==> config.mk <==
export PLATFORM = sky130hd
export DESIGN_NAME = psgCore
export DESIGN_NICKNAME = d
export VERILOG_FILES = /design/src/source/psgPkg.sv /design/src/source/psgPhaseAccumulator.sv /design/src/source/psgWaveSelect.sv /design/src/source/psgToneGenerator.sv /design/src/source/psgVoiceMixer.sv /design/src/source/psgCore.sv
export SDC_FILE = /design/constraint.sdc
export NUM_CORES = 1
export LEC_CHECK = 0
export ABC_CLOCK_PERIOD_IN_PS = 8700
export BUFFER_PORTS_ARGS = -buffer_cell sky130_fd_sc_hd__buf_2
export CAP_MARGIN = 5
export CELL_PAD_IN_SITES_DETAIL_PLACEMENT = 0
export CELL_PAD_IN_SITES_GLOBAL_PLACEMENT = 1
export CORE_UTILIZATION = 40
export DETAILED_ROUTE_END_ITERATION = 8
export GPL_ROUTABILITY_DRIVEN = 0
export PLACE_DENSITY = 0.87
export SYNTH_ARGS = -nofsm -noshare
export SYNTH_HDL_FRONTEND = slang
export SYNTH_SLANG_ARGS = --single-unit
==> constraint.sdc <==
create_clock -name clk -period 8.7 [get_ports clk]
set_clock_uncertainty 0.2 [all_clocks]
set_input_delay 1.74 -clock clk [delete_from_list [all_inputs] [get_ports clk]]
set_output_delay 1.74 -clock clk [all_outputs]
set_load 0.005 [all_outputs]
==> src/source/psgPkg.sv <==
package psgPkg;

    // ========================================
    // voice count and waveform select layout
    // ========================================

    // voice count of the default top level
    localparam int defaultVoices = 3;

    // positions of the select bits inside voiceTypeT
    localparam int selTriangle = 0;
    localparam int selSawtooth = 1;
    localparam int selPulse    = 2;
    localparam int selTable    = 3;
    localparam int selNoise    = 4;
    // sawtooth polarity flip
    localparam int sawInvertBit = 5;

    // ========================================
    // field types
    // ========================================

    typedef logic [11:0] sampleT;       // unsigned waveform sample
    typedef logic [31:0] phaseT;        // accumulator phase
    typedef logic [19:0] freqT;         // increment added every clock
    typedef logic [15:0] pulseWidthT;   // compared against phase[31:20]
    typedef logic [5:0]  voiceTypeT;    // invert flag plus five selects
    typedef logic [3:0]  volumeT;
    // three 12x4 products summed without overflow
    typedef logic [17:0] mixT;

    // per-voice settings, held as levels by the host
    typedef struct packed {
        freqT       freq;
        pulseWidthT pw;
        voiceTypeT  vt;
        volumeT     volume;
        logic       sync;       // hard sync to previous voice
        logic       ringMod;    // xor previous msb into triangle
        logic       fm;         // previous sample adds to pitch
        logic       test;       // hold phase at zero
    } voiceCtrlT;

    typedef voiceCtrlT [defaultVoices-1:0] voiceCtrlArrayT;
    typedef sampleT [defaultVoices-1:0] sampleArrayT;

endpackage

==> src/source/psgPhaseAccumulator.sv <==
`timescale 1ns/1ps

module psgPhaseAccumulator import psgPkg::*; (
    input  logic  clk,
    input  logic  rst,
    input  logic  test,
    input  logic  syncEvent,
    input  freqT  freq,
    output phaseT phase
);

    phaseT phaseReg;

    // clear priority
    // rst and test first, then hard sync, then normal stepping
    always_ff @(posedge clk) begin
        if (rst || test) begin
            phaseReg <= '0;
        end else if (syncEvent) begin
            phaseReg <= '0;
        end else begin
            // wraps naturally at 2^32
            phaseReg <= phaseReg + phaseT'(freq);
        end
    end

    assign phase = phaseReg;

endmodule

==> src/source/psgWaveSelect.sv <==
`timescale 1ns/1ps

module psgWaveSelect import psgPkg::*; (
    input  logic [4:0] sel,
    input  sampleT     triangle,
    input  sampleT     sawtooth,
    input  sampleT     pulse,
    input  sampleT     noise,
    input  sampleT     waveTable,
    output sampleT     sample
);

    sampleT combined;

    // waveforms combine by bitwise and
    // start from all ones so every selected wave can only clear bits
    always_comb begin
        combined = '1;
        if (sel[selTriangle]) begin
            combined = combined & triangle;
        end
        if (sel[selSawtooth]) begin
            combined = combined & sawtooth;
        end
        if (sel[selPulse]) begin
            combined = combined & pulse;
        end
        if (sel[selNoise]) begin
            combined = combined & noise;
        end
        if (sel[selTable]) begin
            combined = combined & waveTable;
        end
    end

    // silent voice when nothing is selected
    assign sample = (sel == '0) ? '0 : combined;

endmodule

==> src/source/psgToneGenerator.sv <==
`timescale 1ns/1ps

module psgToneGenerator import psgPkg::*; (
    input  logic      clk,
    input  logic      rst,
    input  voiceCtrlT ctrl,
    input  phaseT     prevPhase,
    input  sampleT    prevSample,
    input  sampleT    wave,
    input  logic      ack,
    output phaseT     phase,
    output sampleT    sample
);

    freqT        effFreq;
    logic        prevMsbD;
    logic        syncEvent;
    logic [22:0] noiseReg;
    logic        noiseStep;
    sampleT      tableSample;
    logic        modMsb;
    sampleT      triangleWave;
    sampleT      sawtoothWave;
    sampleT      pulseWave;

    // ========================================
    // pitch and sync
    // ========================================

    // fm adds the previous voice's sample, scaled up by 16, to the pitch
    assign effFreq = ctrl.fm ? ctrl.freq + freqT'({prevSample, 4'h0}) : ctrl.freq;

    // previous msb one cycle late, for rising edge detection
    always_ff @(posedge clk) begin
        if (rst) begin
            prevMsbD <= 1'b0;
        end else begin
            prevMsbD <= prevPhase[31];
        end
    end

    // hard sync on a rising msb of the previous voice
    assign syncEvent = ctrl.sync & prevPhase[31] & ~prevMsbD;

    psgPhaseAccumulator u_phaseAcc (
        .clk       (clk),
        .rst       (rst),
        .test      (ctrl.test),
        .syncEvent (syncEvent),
        .freq      (effFreq),
        .phase     (phase)
    );

    // ========================================
    // noise and wave table
    // ========================================

    // lfsr clocks when phase bits 18 and 22 disagree
    assign noiseStep = phase[18] ^ phase[22];

    // xnor feedback keeps all zeros a legal state
    always_ff @(posedge clk) begin
        if (rst) begin
            noiseReg <= '0;
        end else if (noiseStep) begin
            noiseReg <= {noiseReg[21:0], ~(noiseReg[22] ^ noiseReg[17])};
        end
    end

    // table sample held between acknowledge strobes
    always_ff @(posedge clk) begin
        if (rst) begin
            tableSample <= '0;
        end else if (ack) begin
            tableSample <= wave;
        end
    end

    // ========================================
    // waveform candidates
    // ========================================

    // ring modulation folds the previous msb into the triangle
    assign modMsb       = ctrl.ringMod ? (phase[31] ^ prevPhase[31]) : phase[31];
    assign triangleWave = modMsb ? ~phase[30:19] : phase[30:19];
    assign sawtoothWave = ctrl.vt[sawInvertBit] ? ~phase[31:20] : phase[31:20];
    // high while the top phase bits sit under the width
    assign pulseWave    = {12{pulseWidthT'(phase[31:20]) < ctrl.pw}};

    psgWaveSelect u_waveSelect (
        .sel       (ctrl.vt[4:0]),
        .triangle  (triangleWave),
        .sawtooth  (sawtoothWave),
        .pulse     (pulseWave),
        .noise     (noiseReg[11:0]),
        .waveTable (tableSample),
        .sample    (sample)
    );

endmodule

==> src/source/psgVoiceMixer.sv <==
`timescale 1ns/1ps

module psgVoiceMixer import psgPkg::*; #(
    parameter int numVoices = defaultVoices
) (
    input  logic                      clk,
    input  logic                      rst,
    input  sampleT [numVoices-1:0]    samples,
    input  voiceCtrlT [numVoices-1:0] ctrl,
    output mixT                       mix
);

    mixT products [numVoices];
    mixT sum;
    mixT mixReg;

    // widen both factors first so the product keeps all 16 bits
    always_comb begin
        for (int i = 0; i < numVoices; i++) begin
            products[i] = mixT'(samples[i]) * mixT'(ctrl[i].volume);
        end
    end

    // volume zero drops a voice out of the sum
    always_comb begin
        sum = '0;
        for (int i = 0; i < numVoices; i++) begin
            sum = sum + products[i];
        end
    end

    // one cycle from voice output to mix
    always_ff @(posedge clk) begin
        if (rst) begin
            mixReg <= '0;
        end else begin
            mixReg <= sum;
        end
    end

    assign mix = mixReg;

endmodule

==> src/source/psgCore.sv <==
`timescale 1ns/1ps

module psgCore import psgPkg::*; #(
    parameter int numVoices = defaultVoices
) (
    input  logic                      clk,
    input  logic                      rst,
    input  voiceCtrlT [numVoices-1:0] ctrl,
    input  sampleT [numVoices-1:0]    wave,
    input  logic [numVoices-1:0]      ack,
    output sampleT [numVoices-1:0]    voiceOut,
    output mixT                       mixOut
);

    // phase of every voice, read by its successor in the ring
    phaseT [numVoices-1:0] phases;

    // ========================================
    // voice ring
    // ========================================

    for (genvar i = 0; i < numVoices; i++) begin : voiceGen
        // voice 0 wraps round to the last voice
        localparam int prevIdx = (i + numVoices - 1) % numVoices;

        psgToneGenerator u_toneGen (
            .clk        (clk),
            .rst        (rst),
            .ctrl       (ctrl[i]),
            .prevPhase  (phases[prevIdx]),
            .prevSample (voiceOut[prevIdx]),
            .wave       (wave[i]),
            .ack        (ack[i]),
            .phase      (phases[i]),
            .sample     (voiceOut[i])
        );
    end

    // ========================================
    // output mix
    // ========================================

    psgVoiceMixer #(
        .numVoices (numVoices)
    ) u_voiceMixer (
        .clk     (clk),
        .rst     (rst),
        .samples (voiceOut),
        .ctrl    (ctrl),
        .mix     (mixOut)
    );

endmodule

==> results of run 1 <==
critical path, delay by kind of cell:
kind	cells	cell delay (ns)
fa+ha+maj	8	3.43
buf+inv	7	0.58
compound gates	12	2.03
simple gates	4	0.51
xor+xnor	2	0.30
logic make-up after synthesis:
kind of cell / after synthesis / share of synthesized area [%]
compound gates: 565 / 18.23
simple gates: 918 / 20.65
fa+ha+maj: 289 / 21.73
buf+inv: 343 / 6.457
mux: 60 / 3.062
xor+xnor: 184 / 7.951
flops: 222 / 21.93
sequential cells by signal (all words and copies together), names as in the netlist:
signal,flops
voiceGen.u_toneGen.u_phaseAcc.phase,96
u_voiceMixer.mix,18
voiceGen.u_toneGen.prevMsbD,3
voiceGen.u_toneGen.tableSample,36
voiceGen.u_toneGen.noiseReg,69
cell usage in the layout (no fill, tap or decap), types with 41 or more instances in the layout:
cell       n
xnor2_1  103
a21oi_1  180
mux2i_1   44
ha_1     181
xor2_1    76
nor2_1   282
nand2_1  345
buf_4    120
or3_1     41
inv_1    221
fa_1     104
o21ai_0   78
buf_2    243
a21o_1    49
dfxtp_1  222
where the power goes:
part / leakage [nW] / switching [mW] / internal (mW)
registers: 1.81 / 0.0430 / 1.09
logic: 8.90 / 0.724 / 0.556
clock network: 0.504 / 0.485 / 0.857
total: 11.2 / 1.25 / 2.50
Yosys cell counts (6+ instances only):
cell type  count
a211o_1        6
a211oi_1      25
a21o_1        49
a21oi_1      183
a221o_1       10
a221oi_1      30
a31oi_1       11
and2_1        22
and3_1        14
buf_1          8
buf_2         11
clkbuf_1     101
dfxtp_1      222
fa_1         105
ha_1         184
inv_1        221
mux2_2        16
mux2i_1       44
nand2_1      346
nand2b_1      27
nand3_1       34
nand3b_1      21
nand4_1       12
nor2_1       285
nor2b_1       23
nor3_1        32
nor3b_1       25
nor4_1        12
o211ai_1      14
o21a_1        26
o21ai_0       84
o21bai_1      17
o22ai_1       39
o31ai_1        7
or3_1         41
or3b_2         6
xnor2_1      105
xor2_1        79
layer usage:
metal / vias up / part of all wire [%] / global-route usage, %
li1: 9383 / - / -
met1: 8945 / 45 / 29.21
met2: 520 / 46 / 36.20
met3: 116 / 5.3 / 2.762
met4: 0 / 3.5 / 7.491
met5: - / 0 / 0
stage by stage:
stage / hold slack, ns / utilization, % / worst slack, ns
floorplan: 0.2321 / - / 0.009762
global placement: 0.2388 / 45.43 / -0.2112
detailed placement: 0.2436 / 45.43 / -0.3235
CTS: 0.2516 / 47.57 / 0.2262
global route: 0.2652 / 48.04 / -0.09613
finish: 0.2485 / 48.04 / 0.2904
worst paths after layout:
| path | startpoint | endpoint | slack (ns) | depth (start not counted) |
|---|---|---|---|---|
| setup / recovery | ctrl[15] | u_voiceMixer.mix[15] | 0.29 | 33 |
| hold / removal | voiceGen[2].u_toneGen.noiseReg[14] | voiceGen[2].u_toneGen.noiseReg[14] | 0.25 | 2 |
| setup reg to reg | voiceGen[0].u_toneGen.u_phaseAcc.phase[31] | u_voiceMixer.mix[15] | 0.97 | 32 |
| hold reg to reg | voiceGen[2].u_toneGen.noiseReg[14] | voiceGen[2].u_toneGen.noiseReg[14] | 0.25 | 2 |
layout make-up:
cell class / instances / share of cell area, %
well taps: 672 / 3.496
multi-input cells: 2017 / 61.19
inverters: 221 / 3.449
flip-flops and latches: 222 / 18.48
repair buffers: 365 / 8.932
clock buffers: 37 / 3.350
clock inverters: 15 / 1.103
timing repair:
item | in CTS | in global routing
resized for setup | 0 | 36
buffers inserted | 0 | 7
setup endpoints to repair | 0 | 8
hold buffers | 0 | 0
==> parameters.txt, run 1 <==
Parameter                              Value

Run status
  Run status ... completed

Clock network
  Number of buffers added by the clock tree synthesis step ... 29
  Maximum clock path buffer count ... 3
  Maximum level of the CTS H-tree ... 1
  CTS tree ... done
  Clk_lat worst skew ... 0.56 ns
  Clock sinks ... 222
  Buffer cell driving the clock tree root ... clkbuf_16
  Post-CTS clock slew at the launch and capture registers of the worst setup and hold paths ... 0.06 ns

Cells and area
  Fraction of layout cells with a size suffix above 1 ... 16.75%
  Final Non-Filler Cells ... 3549
  Total area of sequential cells ... 4444 um^2
  Diode insertion count for antenna repair ... 0
  NumNets Final ... 3336
  Combined area of the multi-input logic cells ... 14720 um^2
  Final cell area excluding filler cells ... 24050 um^2
  Relative area change from synthesis to final layout ... 18.67%
  # fillers ... 4919

Floorplanning
  Number of top-level design ports ... 245
  Die Area ... 51580 um^2
  Starting density of the core ... 40.48%
  Vertical extent of the die ... 227.1 um
  Area of the core region ... 50070 um^2
  Standard-cell rows ... 82
  Width of the chip ... 227.1 um

Power and ir drop
  Pwr dens ... 156.0 nW/um^2
  Max VDD drop ... 0.1629 mV
  Lkg Pwr ... 11.22 nW
  Pwr Total ... 3.752 mW

Timing
  Count of endpoints failing hold in the final timing report ... 0
  Number of max-slew violations in the final report ... 0
  Final setup violation count ... 0
  Final Cycle Share ... 96.66%
  Max Clk Rate ... 118.9 MHz
  Sum of negative setup slack ... 0 ns
  Min Tclk post-route ... 8.410 ns
  Worst-margin pin slew ... 1.020 ns
  Slew margin rel. ... 31.94%

Synthesis
  Number of distinct library cells after synthesis ... 75
  Number of register bits inferred by synthesis ... 222
  Share of the synthesized area in the top cell type ... 21.93%
  Sequential share of the synthesized area ... 21.93%
  Post-Syn Area ... 20270 um^2
  Post-synthesis net count ... 3061
  Top_reg_cell synth ... dfxtp_1
  Share of flip-flops with an asynchronous set or reset ... 0%
  Number of enable-type register cells in the synthesized netlist ... 0
  Yosys warns ... 0
  Mean cell area of the mapped netlist ... 7.853 um^2
  Cells after synthesis ... 2581
  Largest cells by area after synthesis ... dfxtp_1 (22%), ha_1 (11%), fa_1 (10%)
  Top cell type by total area after synthesis ... dfxtp_1

Worst setup path
  Critical Path Slowest Stage Cell ... fa_1
  Startpoint-to-endpoint class of the critical path ... in2reg
  Worst endpoint data arrival time ... 8.62 ns
  Kind of end point of the critical path ... register
  Crit-path max cell delay ... 0.59 ns
  Cell repeated most along the worst path ... fa_1
  Highest net fanout along the worst path ... 12
  Required time reported for the critical path endpoint ... 8.91 ns
  Critical Path Source Type ... input port

Placement
  HPWL after DPL ... 45.12 mm
  Placed cells ... 3489
  Area post-placement ... 22750 um^2
  Port-buffer cells ... 244

GRT
  Remaining Overflow, GRT ... 0
  Number of global-route vias before repair ... 18240
  Maximum number of pins on one net before global-route repair ... 80
  Global-route wire length before repair ... 91.29 mm
  Antenna violations before repair ... 0
  GRT Resource Usage Total ... 21.85%

Detailed routing
  1st-iter DRT viols ... 1412
  DR WL/cell ... 16.23 um
  Vias ... 18960
  Drc violations ... 0
  Drt via density ... 5.343
  Wire length reported by the detailed router ... 57.59 mm
  First drt pass iteration count ... 6
  Remaining antenna violation count ... 0

Hold path
  Hold crit path type ... reg2reg

Job
  Number of maximum-capacitance constraint violations ... 0
No activity file was read; power rests on OpenSTA's default activity.
==> inputs of run 2 (changes only) <==
Settings changed: CORE_ASPECT_RATIO from default to 1.75.
==> run 2 against run 1 <==
  * Largest cell class unchanged
  * Cell count decreased by 0.37%
  * Sequential power about the same
  * Routed wire length increased by 4.4%
  * Sequential share of layout area increased by 0.26 points
  * Via count about the same
  * Global-route usage increased by 1.3 points
==> parameters.txt, run 2 (synthesized netlist as in run 1, its figures left out) <==
Parameter                              Value

Run status
  Run status ... completed

Cells and area
  Total area of sequential cells ... 4444 um^2
  Combined area of the multi-input logic cells ... 14600 um^2
  Most common cell after layout, fill and taps aside ... nand2_1
  # fillers ... 4886
  NumNets Final ... 3337
  Largest register FFs ... 96
  Highest-count cells in the layout ignoring fill and taps ... nand2_1 (346), nor2_1 (285), buf_2 (243)
  Final Non-Filler Cells ... 3536
  Fraction of layout cells with a size suffix above 1 ... 16.17%
  Relative area change from synthesis to final layout ... 17.02%

Power and ir drop
  Pint ... 2.263 mW
  Pwr dens ... 146.3 nW/um^2
  Share of total power consumed by net switching ... 34.79%
  Clk pwr share ... 31.4%
  Pwr Total ... 3.470 mW
  Lkg Pwr ... 11.14 nW
  Fraction of power consumed by combinational cells ... 36.1%
  Max VDD drop ... 0.1432 mV
  NetSw ... 1.207 mW
  Sequential power share ... 32.5%

Timing
  Count of endpoints failing hold in the final timing report ... 0
  Final setup violation count ... 0
  Final worst setup slack ... 0.3006 ns
  Final Cycle Share ... 96.54%
  Max Clk Rate ... 119.1 MHz
  Worst-margin pin slew ... 0.9918 ns
  Slew margin rel. ... 33.82%
  Number of max-slew violations in the final report ... 0
  Setup repair after global routing missed its margin ... false
  Min Tclk post-route ... 8.399 ns

Worst setup path
  Worst endpoint data arrival time ... 8.62 ns
  Origin of the worst setup path ... ctrl[65]
  Required time reported for the critical path endpoint ... 8.92 ns
  Crit-path max cell delay ... 0.54 ns
  Kind of end point of the critical path ... register
  Reg-to-reg startpoint ... voiceGen[0].u_toneGen.u_phaseAcc.phase[31]
  Cell repeated most along the worst path ... fa_1
  Critical Path Slowest Stage Cell ... fa_1
  Highest net fanout along the worst path ... 7
  Critical Path Source Type ... input port
  Startpoint-to-endpoint class of the critical path ... in2reg

Floorplanning
  Number of top-level design ports ... 245
  Vertical extent of the die ... 299.8 um
  Starting density of the core ... 40.65%
  Width of the chip ... 172.2 um
  Standard-cell rows ... 108
  Area of the core region ... 49860 um^2
  Die Area ... 51610 um^2

Clock network
  Number of buffers added by the clock tree synthesis step ... 24
  CTS tree ... done
  Clock sinks ... 222
  Maximum level of the CTS H-tree ... 1
  Maximum clock path buffer count ... 3
  Number of buffers added for setup after CTS ... 0
  Post-CTS clock slew at the launch and capture registers of the worst setup and hold paths ... 0.07 ns
  Clk_lat worst skew ... 0.55 ns
  Buffer cell driving the clock tree root ... clkbuf_16

Detailed routing
  DR WL/cell ... 17.00 um
  1st-iter DRT viols ... 948
  Remaining antenna violation count ... 0
  Drt via density ... 5.367
  Vias ... 18980
  Wire length reported by the detailed router ... 60.10 mm
  First drt pass iteration count ... 7
  Drc violations ... 0

Placement
  Placed cells ... 3491
  Port-buffer cells ... 244
  Worst slack at placement ... -0.4063 ns
  HPWL after DPL ... 49.24 mm

GRT
  Antenna violations before repair ... 1
  GRT Resource Usage Total ... 23.10%
  Global-route wire length before repair ... 94.88 mm
  Remaining Overflow, GRT ... 0
  Maximum number of pins on one net before global-route repair ... 66
  Number of global-route vias before repair ... 19160

Hold path
  Hold Path Origin ... voiceGen[2].u_toneGen.noiseReg[16]
  Hold crit path type ... reg2reg

Job
  Number of maximum-capacitance constraint violations ... 0
-- run 2: power groups by stage --
stage | Sequential, mW | Combinational [mW] | Clock (mW)
CTS | 1.13 | 1.25 | 1.12
finish | 1.13 | 1.25 | 1.09
floorplan | 1.13 | 0.847 | 0
global placement | 1.15 | 1.20 | 0
detailed placement | 1.15 | 1.24 | 0
global route | 1.13 | 1.40 | 1.16
-- run 2: area by class of cell --
class                           count  area share [%]
Timing Repair Buffer              372           9.210
Tap cell                          660           3.482
Clock buffer                       33           3.017
Sequential cell                   222           18.74
Antenna cell                        1         0.01055
Inverter                          221           3.497
Clock inverter                     11          0.5117
Multi-Input combinational cell   2016           61.53
-- run 2: through the flow --
step	area (um^2)	hold WS (ns)	TNS [ns]	util (%)
3_5_place_dp	22830	0.2439	-1.893	45.78
6_report	23720	0.2452	0	47.57
3_3_place_gp	22830	0.2379	-1.278	45.78
5_1_grt	23720	0.2658	0	47.57
4_1_cts	23670	0.2407	0	47.46
2_1_floorplan	20280	0.2321	0	-
-- run 2: timing repair --
item / 4_1_cts / 5_1_grt
hold buffers: 0 / 0
gates resized for setup: 0 / 10
endpoints found under the hold margin: 0 / 0
setup endpoints to repair: 0 / 6
-- run 2: routing by layer --
layer	track usage [%]	part of all wire (%)	vias up
met4	13.30	5.8	0
met1	23.26	37	9002
li1	-	-	9367
met3	2.106	3.5	152
met5	0	0	-
met2	45.00	54	457
-- run 2: path summary, 6_finish.rpt --
check / endpoint / slack [ns] / cells past startpoint
setup / recovery: u_voiceMixer.mix[15] / 0.30 / 31
hold / removal: voiceGen[2].u_toneGen.noiseReg[17] / 0.25 / 2
setup reg to reg: u_voiceMixer.mix[15] / 0.95 / 29
hold reg to reg: voiceGen[2].u_toneGen.noiseReg[17] / 0.25 / 2
-- run 2: critical path: cells and delay by family --
kind                     cells  cell delay, ns
XOR/XNOR                     2            0.35
AND/OR/NAND/NOR              5            1.00
AO/OA/AOI/OAI               10            1.86
buffers and inverters        6            0.32
adder cells (fa/ha/maj)      8            3.37
